==> config.mk <==
export PLATFORM = sky130hd
export DESIGN_NAME = wide_stream_top
export DESIGN_NICKNAME = d
export VERILOG_FILES = /design/src/stream_pkg.sv /design/src/multififo_w1_r2.sv /design/src/pair_packer.sv /design/src/frame_checksum.sv /design/src/wide_stream_top.sv
export SDC_FILE = /design/constraint.sdc
export NUM_CORES = 1
export LEC_CHECK = 0
export ABC_AREA = 1
export BUFFER_PORTS_ARGS = -buffer_cell sky130_fd_sc_hd__buf_4
export CORE_MARGIN = 2
export CORE_UTILIZATION = 50
export CTS_CLUSTER_SIZE = 10
export DETAILED_ROUTE_END_ITERATION = 7
export GPL_ROUTABILITY_DRIVEN = 0
export PLACE_DENSITY = 0.68
export SYNTH_ARGS = -nofsm -noshare
export SYNTH_HDL_FRONTEND = slang
export SYNTH_SLANG_ARGS = --single-unit
==> constraint.sdc <==
create_clock -name clk -period 5.3 [get_ports clk]
set_clock_uncertainty 0.1 [all_clocks]
set_input_delay 0.265 -clock clk [delete_from_list [all_inputs] [get_ports clk]]
set_output_delay 0.265 -clock clk [all_outputs]
set_load 0.01 [all_outputs]
==> src/stream_pkg.sv <==
package stream_pkg;

    // Data word width on the narrow side
    localparam int WORD_W = 32;

    // One data word from the source
    typedef logic [WORD_W-1:0] word_t;

    // FIFO entry, last flag sits above the word
    typedef logic [WORD_W:0] entry_t;

    // Output beat, word 0 in the low half
    typedef logic [2*WORD_W-1:0] beat_t;

    // Fill or free level of the FIFO
    typedef logic [15:0] count_t;

    // Valid words in a beat, 1 or 2 when a beat is present
    typedef logic [1:0] words_t;

    // Kind of the packer's most recent read decision
    typedef enum logic [1:0] {
        PACK_IDLE,   // Nothing read
        PACK_PAIR,   // Two words read as one beat
        PACK_SINGLE  // Final word of an odd packet
    } pack_state_t;

endpackage

==> src/multififo_w1_r2.sv <==
`timescale 1ns/100ps

module multififo_w1_r2 #(
    parameter int WIDTH = 33,
    parameter int DEPTH = 8
) (
    input  logic                  clk,
    input  logic                  rst_n,
    input  logic                  softreset,
    input  logic [0:0]            writes,
    input  logic [1:0]            reads,
    input  logic [WIDTH-1:0]      din,
    output logic [1:0][WIDTH-1:0] dout,
    output logic                  taken,
    output stream_pkg::count_t    count,
    output stream_pkg::count_t    frees
);

    // Wide enough to hold a pointer plus two before the wrap
    localparam int PTR_W = $clog2(DEPTH + 2);
    localparam int ADDR_W = $clog2(DEPTH); // Wrapped pointers stay below DEPTH
    localparam logic [PTR_W-1:0] DEPTH_P = PTR_W'(DEPTH);

    logic [WIDTH-1:0]   mem [DEPTH];
    logic [PTR_W-1:0]   wptr;
    logic [PTR_W-1:0]   rptr;
    logic [PTR_W-1:0]   rptr_second;
    stream_pkg::count_t write_n;
    stream_pkg::count_t read_n;
    logic               ok_write;
    logic               ok_read;

    function automatic logic [PTR_W-1:0] wrap(input logic [PTR_W-1:0] p);
        return (p >= DEPTH_P) ? p - DEPTH_P : p;
    endfunction

    assign write_n  = stream_pkg::count_t'(writes);
    assign read_n   = stream_pkg::count_t'(reads);
    assign ok_write = (count + write_n) <= stream_pkg::count_t'(DEPTH);
    assign ok_read  = (reads <= 2'd2) && (read_n <= count); // Oversized request refused whole
    assign taken    = ok_write;
    assign frees    = stream_pkg::count_t'(DEPTH) - count;

    // Head pair, read combinationally
    assign rptr_second = wrap(rptr + 1'b1);
    assign dout[0]     = (count != '0) ? mem[rptr[ADDR_W-1:0]] : '0;
    assign dout[1]     = (count > stream_pkg::count_t'(1)) ? mem[rptr_second[ADDR_W-1:0]] : '0;

    always_ff @(posedge clk) begin
        if (ok_write && writes[0]) begin
            mem[wptr[ADDR_W-1:0]] <= din;
        end
    end

    always_ff @(posedge clk or negedge rst_n) begin
        if (!rst_n) begin
            wptr  <= '0;
            rptr  <= '0;
            count <= '0;
        end else if (softreset) begin
            wptr  <= '0;
            rptr  <= '0;
            count <= '0;
        end else begin
            if (ok_write) begin
                wptr <= wrap(wptr + PTR_W'(writes));
            end
            if (ok_read) begin
                rptr <= wrap(rptr + PTR_W'(reads));
            end
            count <= count + (ok_write ? write_n : '0) - (ok_read ? read_n : '0); // Net change
        end
    end

    // The packer must never ask for more than is stored
    a_read_within_count: assert property (
        @(posedge clk) disable iff (!rst_n)
        read_n <= count
    ) else $error("FIFO read of %0d with only %0d entries stored", reads, count);

endmodule

==> src/pair_packer.sv <==
`timescale 1ns/100ps

module pair_packer (
    input  logic                     clk,
    input  logic                     rst_n,
    input  logic                     flush,
    input  stream_pkg::entry_t [1:0] fifo_dout,
    input  stream_pkg::count_t       fifo_count,
    output stream_pkg::words_t       fifo_reads,
    output logic                     pack_valid,
    output stream_pkg::beat_t        pack_data,
    output stream_pkg::words_t       pack_words,
    output logic                     pack_last
);

    stream_pkg::word_t       word0;
    stream_pkg::word_t       word1;
    logic                    last0;
    logic                    last1;
    stream_pkg::pack_state_t pack_state;

    assign word0 = fifo_dout[0][stream_pkg::WORD_W-1:0];
    assign word1 = fifo_dout[1][stream_pkg::WORD_W-1:0];
    assign last0 = fifo_dout[0][stream_pkg::WORD_W]; // Head entry closes its packet
    assign last1 = fifo_dout[1][stream_pkg::WORD_W];

    // Read decision from the current FIFO state
    always_comb begin
        if (fifo_count == '0) begin
            fifo_reads = 2'd0;
        end else if (fifo_count == stream_pkg::count_t'(1)) begin
            fifo_reads = last0 ? 2'd1 : 2'd0; // Wait for a partner word
        end else begin
            fifo_reads = last0 ? 2'd1 : 2'd2;
        end
    end

    always_ff @(posedge clk or negedge rst_n) begin
        if (!rst_n) begin
            pack_valid <= 1'b0;
            pack_words <= 2'd0;
            pack_last  <= 1'b0;
            pack_state <= stream_pkg::PACK_IDLE;
        end else if (flush) begin
            pack_valid <= 1'b0;
            pack_words <= 2'd0;
            pack_last  <= 1'b0;
            pack_state <= stream_pkg::PACK_IDLE;
        end else begin
            pack_valid <= (fifo_reads != 2'd0);
            pack_words <= fifo_reads;
            case (fifo_reads)
                2'd2: begin
                    pack_last  <= last1;
                    pack_state <= stream_pkg::PACK_PAIR;
                end
                2'd1: begin
                    pack_last  <= last0;
                    pack_state <= stream_pkg::PACK_SINGLE;
                end
                default: begin
                    pack_last  <= 1'b0;
                    pack_state <= stream_pkg::PACK_IDLE;
                end
            endcase
        end
    end

    // Beat payload, only loaded when words are read
    always_ff @(posedge clk) begin
        if (fifo_reads == 2'd2) begin
            pack_data <= {word1, word0};
        end else if (fifo_reads == 2'd1) begin
            pack_data <= {{stream_pkg::WORD_W{1'b0}}, word0}; // High half zero
        end
    end

    a_words_range: assert property (
        @(posedge clk) disable iff (!rst_n)
        pack_valid |-> (pack_words == 2'd1 || pack_words == 2'd2)
    ) else $error("Packer beat with word count %0d", pack_words);

    // A lone word with a partner available must be the end of a packet
    a_no_early_single: assert property (
        @(posedge clk) disable iff (!rst_n)
        (fifo_count >= stream_pkg::count_t'(2))
            |=> (pack_state != stream_pkg::PACK_SINGLE) || pack_last
    ) else $error("Single word beat without last while a pair was stored");

endmodule

==> src/frame_checksum.sv <==
`timescale 1ns/100ps

module frame_checksum (
    input  logic               clk,
    input  logic               rst_n,
    input  logic               flush,
    input  logic               pack_valid,
    input  stream_pkg::beat_t  pack_data,
    input  stream_pkg::words_t pack_words,
    input  logic               pack_last,
    output logic               out_valid,
    output stream_pkg::beat_t  out_data,
    output stream_pkg::words_t out_words,
    output logic               out_last,
    output stream_pkg::word_t  out_checksum
);

    stream_pkg::word_t word_lo;
    stream_pkg::word_t word_hi;
    stream_pkg::word_t beat_sum;
    stream_pkg::word_t acc;

    assign word_lo  = pack_data[stream_pkg::WORD_W-1:0];
    assign word_hi  = pack_data[2*stream_pkg::WORD_W-1:stream_pkg::WORD_W];
    assign beat_sum = word_lo + ((pack_words == 2'd2) ? word_hi : '0); // Mod 2^32

    always_ff @(posedge clk or negedge rst_n) begin
        if (!rst_n) begin
            out_valid    <= 1'b0;
            out_last     <= 1'b0;
            out_checksum <= '0;
            acc          <= '0;
        end else if (flush) begin
            out_valid    <= 1'b0;
            out_last     <= 1'b0;
            out_checksum <= '0;
            acc          <= '0;
        end else begin
            out_valid <= pack_valid;
            out_last  <= pack_valid && pack_last;
            if (pack_valid && pack_last) begin
                out_checksum <= acc + beat_sum; // Completed packet sum
                acc          <= '0;
            end else begin
                out_checksum <= '0;
                if (pack_valid) begin
                    acc <= acc + beat_sum;
                end
            end
        end
    end

    // Beat payload toward the sink
    always_ff @(posedge clk) begin
        if (pack_valid) begin
            out_data  <= pack_data;
            out_words <= pack_words;
        end
    end

    a_checksum_only_on_last: assert property (
        @(posedge clk) disable iff (!rst_n)
        !out_last |-> (out_checksum == '0)
    ) else $error("Checksum %h shown on a beat without last", out_checksum);

endmodule

==> src/wide_stream_top.sv <==
`timescale 1ns/100ps

module wide_stream_top #(
    parameter int DEPTH = 8
) (
    input  logic               clk,
    input  logic               rst_n,
    input  logic               flush,
    input  logic               din_valid,
    input  stream_pkg::word_t  din,
    input  logic               din_last,
    output logic               taken,
    output stream_pkg::count_t frees,
    output logic               out_valid,
    output stream_pkg::beat_t  out_data,
    output stream_pkg::words_t out_words,
    output logic               out_last,
    output stream_pkg::word_t  out_checksum
);

    stream_pkg::entry_t       fifo_din;
    stream_pkg::entry_t [1:0] fifo_dout;
    stream_pkg::count_t       fifo_count;
    stream_pkg::words_t       fifo_reads;
    logic                     pack_valid;
    stream_pkg::beat_t        pack_data;
    stream_pkg::words_t       pack_words;
    logic                     pack_last;

    assign fifo_din = {din_last, din}; // Flag rides above the word

    multififo_w1_r2 #(
        .WIDTH($bits(stream_pkg::entry_t)),
        .DEPTH(DEPTH)
    ) u_fifo (
        .clk       (clk),
        .rst_n     (rst_n),
        .softreset (flush),
        .writes    (din_valid),
        .reads     (fifo_reads),
        .din       (fifo_din),
        .dout      (fifo_dout),
        .taken     (taken),
        .count     (fifo_count),
        .frees     (frees)
    );

    pair_packer u_packer (
        .clk        (clk),
        .rst_n      (rst_n),
        .flush      (flush),
        .fifo_dout  (fifo_dout),
        .fifo_count (fifo_count),
        .fifo_reads (fifo_reads),
        .pack_valid (pack_valid),
        .pack_data  (pack_data),
        .pack_words (pack_words),
        .pack_last  (pack_last)
    );

    frame_checksum u_frame (
        .clk          (clk),
        .rst_n        (rst_n),
        .flush        (flush),
        .pack_valid   (pack_valid),
        .pack_data    (pack_data),
        .pack_words   (pack_words),
        .pack_last    (pack_last),
        .out_valid    (out_valid),
        .out_data     (out_data),
        .out_words    (out_words),
        .out_last     (out_last),
        .out_checksum (out_checksum)
    );

endmodule

After elaboration in Yosys (flattened, before gate mapping)
Memory sizes are Yosys's and may differ from the RTL's.
Cells that the tools add are included.
{ "word_totals": {"register_bits": 224, "memories": 1, "ram_bits": 264, "inputBits": 37, "latchBits": 0, "romBits": 0, "out_inout_bits": 117, "wordCells": 79} }
{ "memory_table": {"columns": ["name", "words", "width", "rd", "rd_ports_with_merged_regs", "wr", "line", "source"], "rows": [
  ["u_fifo.mem", 8, 33, 2, 0, 1, "multififo_w1_r2.sv:24", "logic [WIDTH-1:0] mem [DEPTH];"]
]} }
{ "op_classes": {"n_mul": 0, "add_sub_neg": 12, "magnitude_cmp": 7, "div": 0, "shifts": 0, "mux": 32, "n_eq_ne": 4, "bitwise_logic": 0, "reduce_logical": 10} }
{ "ops": {"columns": ["op", "count"], "rows": [
  ["two-way mux 32 bit", 6],
  ["two-way mux 64 bit", 2],
  ["two-way mux 33 bit", 2],
  ["adder 32 bit", 2],
  ["two-way mux 4 bit", 6],
  ["adder 16 x 1 -> 16 bit", 1],
  ["adder 16 bit", 1],
  ["equality test 16 x 1 -> 1 bit, second input constant", 1],
  ["> comparator 16 x 1 -> 1 bit, second input constant", 1],
  ["less-or-equal comparator 16 x 4 -> 1 bit, second input constant", 1],
  ["less-or-equal comparator 2 x 16 -> 1 bit", 1],
  ["logical NOT 16 bit", 1],
  ["two-way mux 16 bit", 1],
  ["nonzero test 16 bit", 1],
  ["subtractor 16 bit", 1],
  ["subtractor 4 x 16 -> 16 bit, first input constant", 1],
  [">= comparator 4 bit, second input constant", 3],
  ["two-way mux 2 bit", 5],
  ["two-way mux 1 bit", 8],
  ["nonzero test 2 bit", 4],
  ["subtractor 4 bit, second input constant", 2],
  ["adder 4 x 1 -> 4 bit", 1],
  ["adder 4 x 1 -> 4 bit, second input constant", 1],
  ["adder 4 x 2 -> 4 bit", 1],
  ["other kinds (8)", 11]
]} }

Logic depth before layout (Yosys ltp)
{ "logic_depth": {"word_depth": 10, "depth_mapped": 29, "ltp_nobuf": 29} }

Modules after synthesis
A second synthesis with hierarchy kept.
{ "hier_totals": {"hier_cells": 2587, "area_unflattened_um2": 25434.4} }
{ "modules_own_cells": {"columns": ["mod", "seq_area_each_um2", "cells_per_inst", "area_each_um2", "n_inst"], "rows": [
  ["multififo_w1_r2", 8478.1, 1571, 15542.4, 1],
  ["frame_checksum", 3633.5, 845, 7432.1, 1],
  ["pair_packer", 2021.9, 171, 2459.9, 1]
]} }

Least setup slack after synthesis
Ideal clock, no wire load.
{ "synth_path": {"path_kind": "reg2reg", "from": "reg u_fifo.count[12]", "to": "reg u_fifo.count[10]", "n_path_buf": 0, "stages_incl_launch_ff": 30, "t_arrival_ns": 3.792, "period_less_slack_ns": 3.963, "t_required_ns": 5.129, "setup_time_ns": 0.071, "path_slack_ns": 1.337, "cell_sequence": "dfrtp_1 > inv_1 > ha_1 > nand2_1 > nor2_1 > nand4_1 > inv_1 > o21ai_0 > nand2_1 > inv_1 > ha_1 > nand2_1 > inv_1 > nor3_1 > nor2_1 > ha_1 > inv_1 > ha_1 > fa_1 > nand2_1 > inv_1 > o21ai_0 > nand2_1 > nand2_1 > nand2_1 > nand2_1 > o21bai_1 > nand2_1 > nand2_1 > nor2_1"} }
{ "synth_via": {"elab_chain_len": 10, "elab_cells_between_ends": 18, "classes_between": "add/sub (3); order compare (3); eq/ne (1); mux (8); reduce/logical (3)"} }
{ "synth_rtl": {"columns": ["item", "line", "source"], "rows": [
  ["from (decl)", "multififo_w1_r2.sv:15", "output stream_pkg::count_t count,"],
  ["from (signal assigned)", "multififo_w1_r2.sv:71", "count <= count + (ok_write ? write_n : '0) - (ok_read ? read_n : '0);"],
  ["parallel branches: the longest is 8 deep, another holds adder 16 x 1 -> 16 bit", null, null],
  ["subtractor 16 bit (*)", "multififo_w1_r2.sv:71", null],
  ["two-way mux 16 bit (*)", "multififo_w1_r2.sv:60", "end else if (softreset) begin"]
]} }
Every way passes the cells marked *.
A chain may end at the register's enable or synchronous reset.

Worst setup path after layout
{ "layout_path": {"from": "reg u_fifo.count[9]", "to": "reg u_fifo.count[10]"} }
Same word-level chain as after synthesis.

==> summary.txt <==
Timing
  • RSZ-0062 raised after global routing: no
  • Slew @ Worst Pin: roughly 1200 ps
  • Setup TNS: 0 ps
  • Setup violations, final: 0
  • Slew margin rel.: 21.2%
  • Hold Vio Cnt, Final: 0
  • Hold_ws: between 300 and 400 ps
  • Tcrit/Tclk final: between 90 and 100%
  • Final Critical Period: ~5000 ps
  • Fmax: ~210 MHz
  • Max-slew violation count: 0

Synth
  • Synth area leaders: edfxtp_1 (48%), dfrtp_1 (9.4%), o21ai_0 (7.3%)
  • Seq/Total Area, Yosys: between 50% and 60%
  • Synth Net Count: ~2700
  • Synth cell types: 37
  • Most frequent cells after synthesis: edfxtp_1 (394), o21ai_0 (358), nand2_1 (338), nor2_1 (293), inv_1 (269)
  • Post-synth EDFFs: 394
  • Seq cells post-synth: around 490
  • Synthesized netlist cell count: roughly 2500
  • Most numerous cell in the Yosys netlist: edfxtp_1
  • Ys flop type: edfxtp_1
  • Number of synthesis warnings: 0
  • Post-Syn Area: around 0.025 mm²
  • Synth area leader: edfxtp_1
  • Syn Area/Cell: a little under 10 µm²
  • Share of the synthesized area in the top cell type: around 48%
  • Ys async rst share: a little under a fifth

Hold path
  • Hold path depth: 2
  • Worst hold path class: in -> reg
  • WHS Endpoint: u_fifo.mem[0][31]
  • Hold_sp: din[31]

GRT
  • First-pass GRT wire length: ~100 mm
  • Initial antenna violation count: 5
  • Largest net degree at the start of global routing: around 110
  • Global route overflow: 0
  • Vias in the first global route: ~18000
  • All-layer global routing usage: about 26%

Cells and area
  • Filler Cell Count: ~4000
  • Nets: about 2800
  • Layout cells sized above 1: 10.5%
  • Design area: 0.0282 mm²
  • Util after Layout: 58.1%
  • Layout area overhead: 15.2%

CTS
  • Worst-path clk slew: 60 ps
  • CTS sink count: ~500
  • H-tree Lvls: 2
  • CTS tree: yes
  • CTS root buf: clkbuf_16
  • Clk buf depth: 3
  • CTS Buf Count: 55
  • Post-cts repair resize count: 0
  • Skew-Pair Late Insertion Delay: 610 ps

Critical path
  • CP Launch Type: register
  • Crit Path Class: reg -> reg
  • RR Endpoint: u_fifo.count[10]
  • Required @ worst endpoint: approximately 5700 ps
  • Crit-path most repeated cell: nand2_1
  • Crit-path max cell delay: 460 ps
  • R2R depth: 29
  • Worst reg2reg path startpoint: u_fifo.count[9]
  • Reg2Reg Setup Slack: 440 ps
  • CP max-delay cell: dfrtp_1
  • Worst EP arrival: ~5300 ps
  • Worst Setup End Kind: register
  • Critical path peak fanout: 6

Place
  • Detailed Place HPWL: around 44 mm
  • I/O Buffers: 153
  • Post-DP Area: 0.0263 mm²

Route
  • Final ANT Viol Nets: 0
  • Remaining DRCs: 0
  • Initial DRT Pass Iterations: 6
  • Final wirelength: approximately 66 mm
  • Routed length per placed instance: 19.8 µm
  • Via Count: approximately 19000
  • Initial DRC count: 2072
  • Vias per cell: 5.72

Pwr
  • Internal Power: 9.84 mW
  • Power per cell area: 613 mW/mm²
  • Worst VDD drop: 0.410 mV
  • Clock power frac: roughly a fifth
  • Seq pwr share: roughly a third
  • Combinational Power Share: 47.0%
  • Lkg Pwr: 11.8 nW
  • Switching Share: roughly 43%
  • NetSw: approximately 7.5 mW

Floorplanning
  • Die width: approximately 230 µm
  • Die height: between 200 and 250 µm
  • Core area: a little under 0.05 mm²
  • Initial Utilization: between 50% and 60%
  • Num rows: 81
  • Total die area: 0.0508 mm²
  • # IOs: roughly 150

Run
  • Max-cap violations: 0

Status
  • Outcome: completed
## layer usage
| metal | wire [µm] | GRT usage [%] | vias up |
|---|---|---|---|
| li1 | - | - | 8890 |
| met1 | 28200 | 36.4 | 9027 |
| met2 | 30000 | 40.9 | 907 |
| met3 | 5250 | 3.64 | 163 |
| met4 | 2240 | 10.7 | 2 |
| met5 | 8 | 0 | - |
## sequential cells by signal, summed over array words and instances, names as in the netlist
| signal | cells |
|---|---|
| u_fifo.mem | 264 |
| u_frame.out_data | 64 |
| u_packer.pack_data | 64 |
| u_frame.acc | 32 |
| u_frame.out_checksum | 32 |
| u_fifo.count | 16 |
| u_fifo.rptr | 3 |
| u_fifo.wptr | 3 |
| u_frame.out_words | 2 |
| u_packer.pack_words | 2 |
| u_frame.out_last | 1 |
| u_frame.out_valid | 1 |
| u_packer.pack_last | 1 |
| u_packer.pack_valid | 1 |
## kinds of logic (layout without fill, tap and decap cells)
family | after synthesis | count (layout) | share of synthesized area [%]
xor gates and xnor gates | 36 | 36 | 1.32
DFF | 486 | 486 | 57.6
other | 0 | 3 | 0
AOI/OAI and AO/OA | 684 | 684 | 14.6
adders and majority gates | 121 | 121 | 7.21
and+or+nand+nor | 776 | 776 | 13.0
buffers and inverters | 393 | 589 | 6.17
## critical path: cells and delay by family, from the launching register on
kind | cells | cell delay, ps
buffers and inverters | 6 | 540
DFF | 1 | 460
and+or+nand+nor | 15 | 1920
adders and majority gates | 5 | 1440
AOI/OAI and AO/OA | 3 | 330
## worst max path at each step
stage | slack, ps | startpoint | end | cells past startpoint
after floorplan | 1340 | u_fifo.count[12] | u_fifo.count[10] | 29
after detailed placement | 610 | u_fifo.count[9] | u_fifo.count[10] | 29
after CTS | 590 | u_fifo.count[11] | u_fifo.count[10] | 29
final | 440 | u_fifo.count[9] | u_fifo.count[10] | 29
after global routing | 20 | u_fifo.count[9] | u_fifo.count[10] | 29
after global placement | 740 | u_fifo.count[9] | u_fifo.count[10] | 29
## cell type report
type / instances / area (µm²) / area share, %
multi-input cells: 1617 / 8940 / 31.7
diodes: 3 / 7.51 / 0.0266
inverters: 272 / 1030 / 3.63
flip-flops and latches: 486 / 14100 / 50.1
well taps: 622 / 778 / 2.76
clock inverters: 4 / 61.3 / 0.217
repair buffers: 226 / 1790 / 6.34
clock buffers: 87 / 1500 / 5.30
## cell usage in the layout, fill, tap and decap left out, drive strengths merged, types with 3 or more instances in the layout
master	netlist	routed
nand4	14	14
inv	272	274
nor2	300	300
nand2	340	340
ha	87	87
edfxtp	394	394
a21o	4	4
diode	0	3
xnor2	17	17
o21ai	371	371
clkbuf	77	87
fa	34	34
o21bai	8	8
o22ai	20	20
nand3	108	108
xor2	19	19
o211ai	26	26
nor3	6	6
buf	44	189
a31oi	33	33
or2	3	3
dfrtp	92	92
dlygate4sd3	0	37
a21oi	220	220
nand3b	3	3
## per-stage QoR
step / cells / setup WS [ps] / total power [mW]
floorplan: 2496 / 1340 / 11.0
global placement: 3186 / 738 / 13.6
detailed placement: 3186 / 612 / 13.8
CTS: 3314 / 589 / 17.2
global route: 3317 / 23.9 / 18.5
finish: 3317 / 441 / 17.3
## what timing repair did
item / 4_1_cts / 5_1_grt
buffers inserted: 0 / 0
hold endpoints to repair: 289 / 0
hold buffers: 37 / 0
## power by group through the flow
stage	logic, mW	registers (mW)	clock network (mW)
6_report	8.14	5.82	3.37
5_1_grt	9.02	5.89	3.58
4_1_cts	7.99	5.81	3.42
3_5_place_dp	7.92	5.89	0
3_3_place_gp	7.75	5.87	0
2_1_floorplan	5.14	5.84	0
No activity file was read; power rests on OpenSTA's default activity.
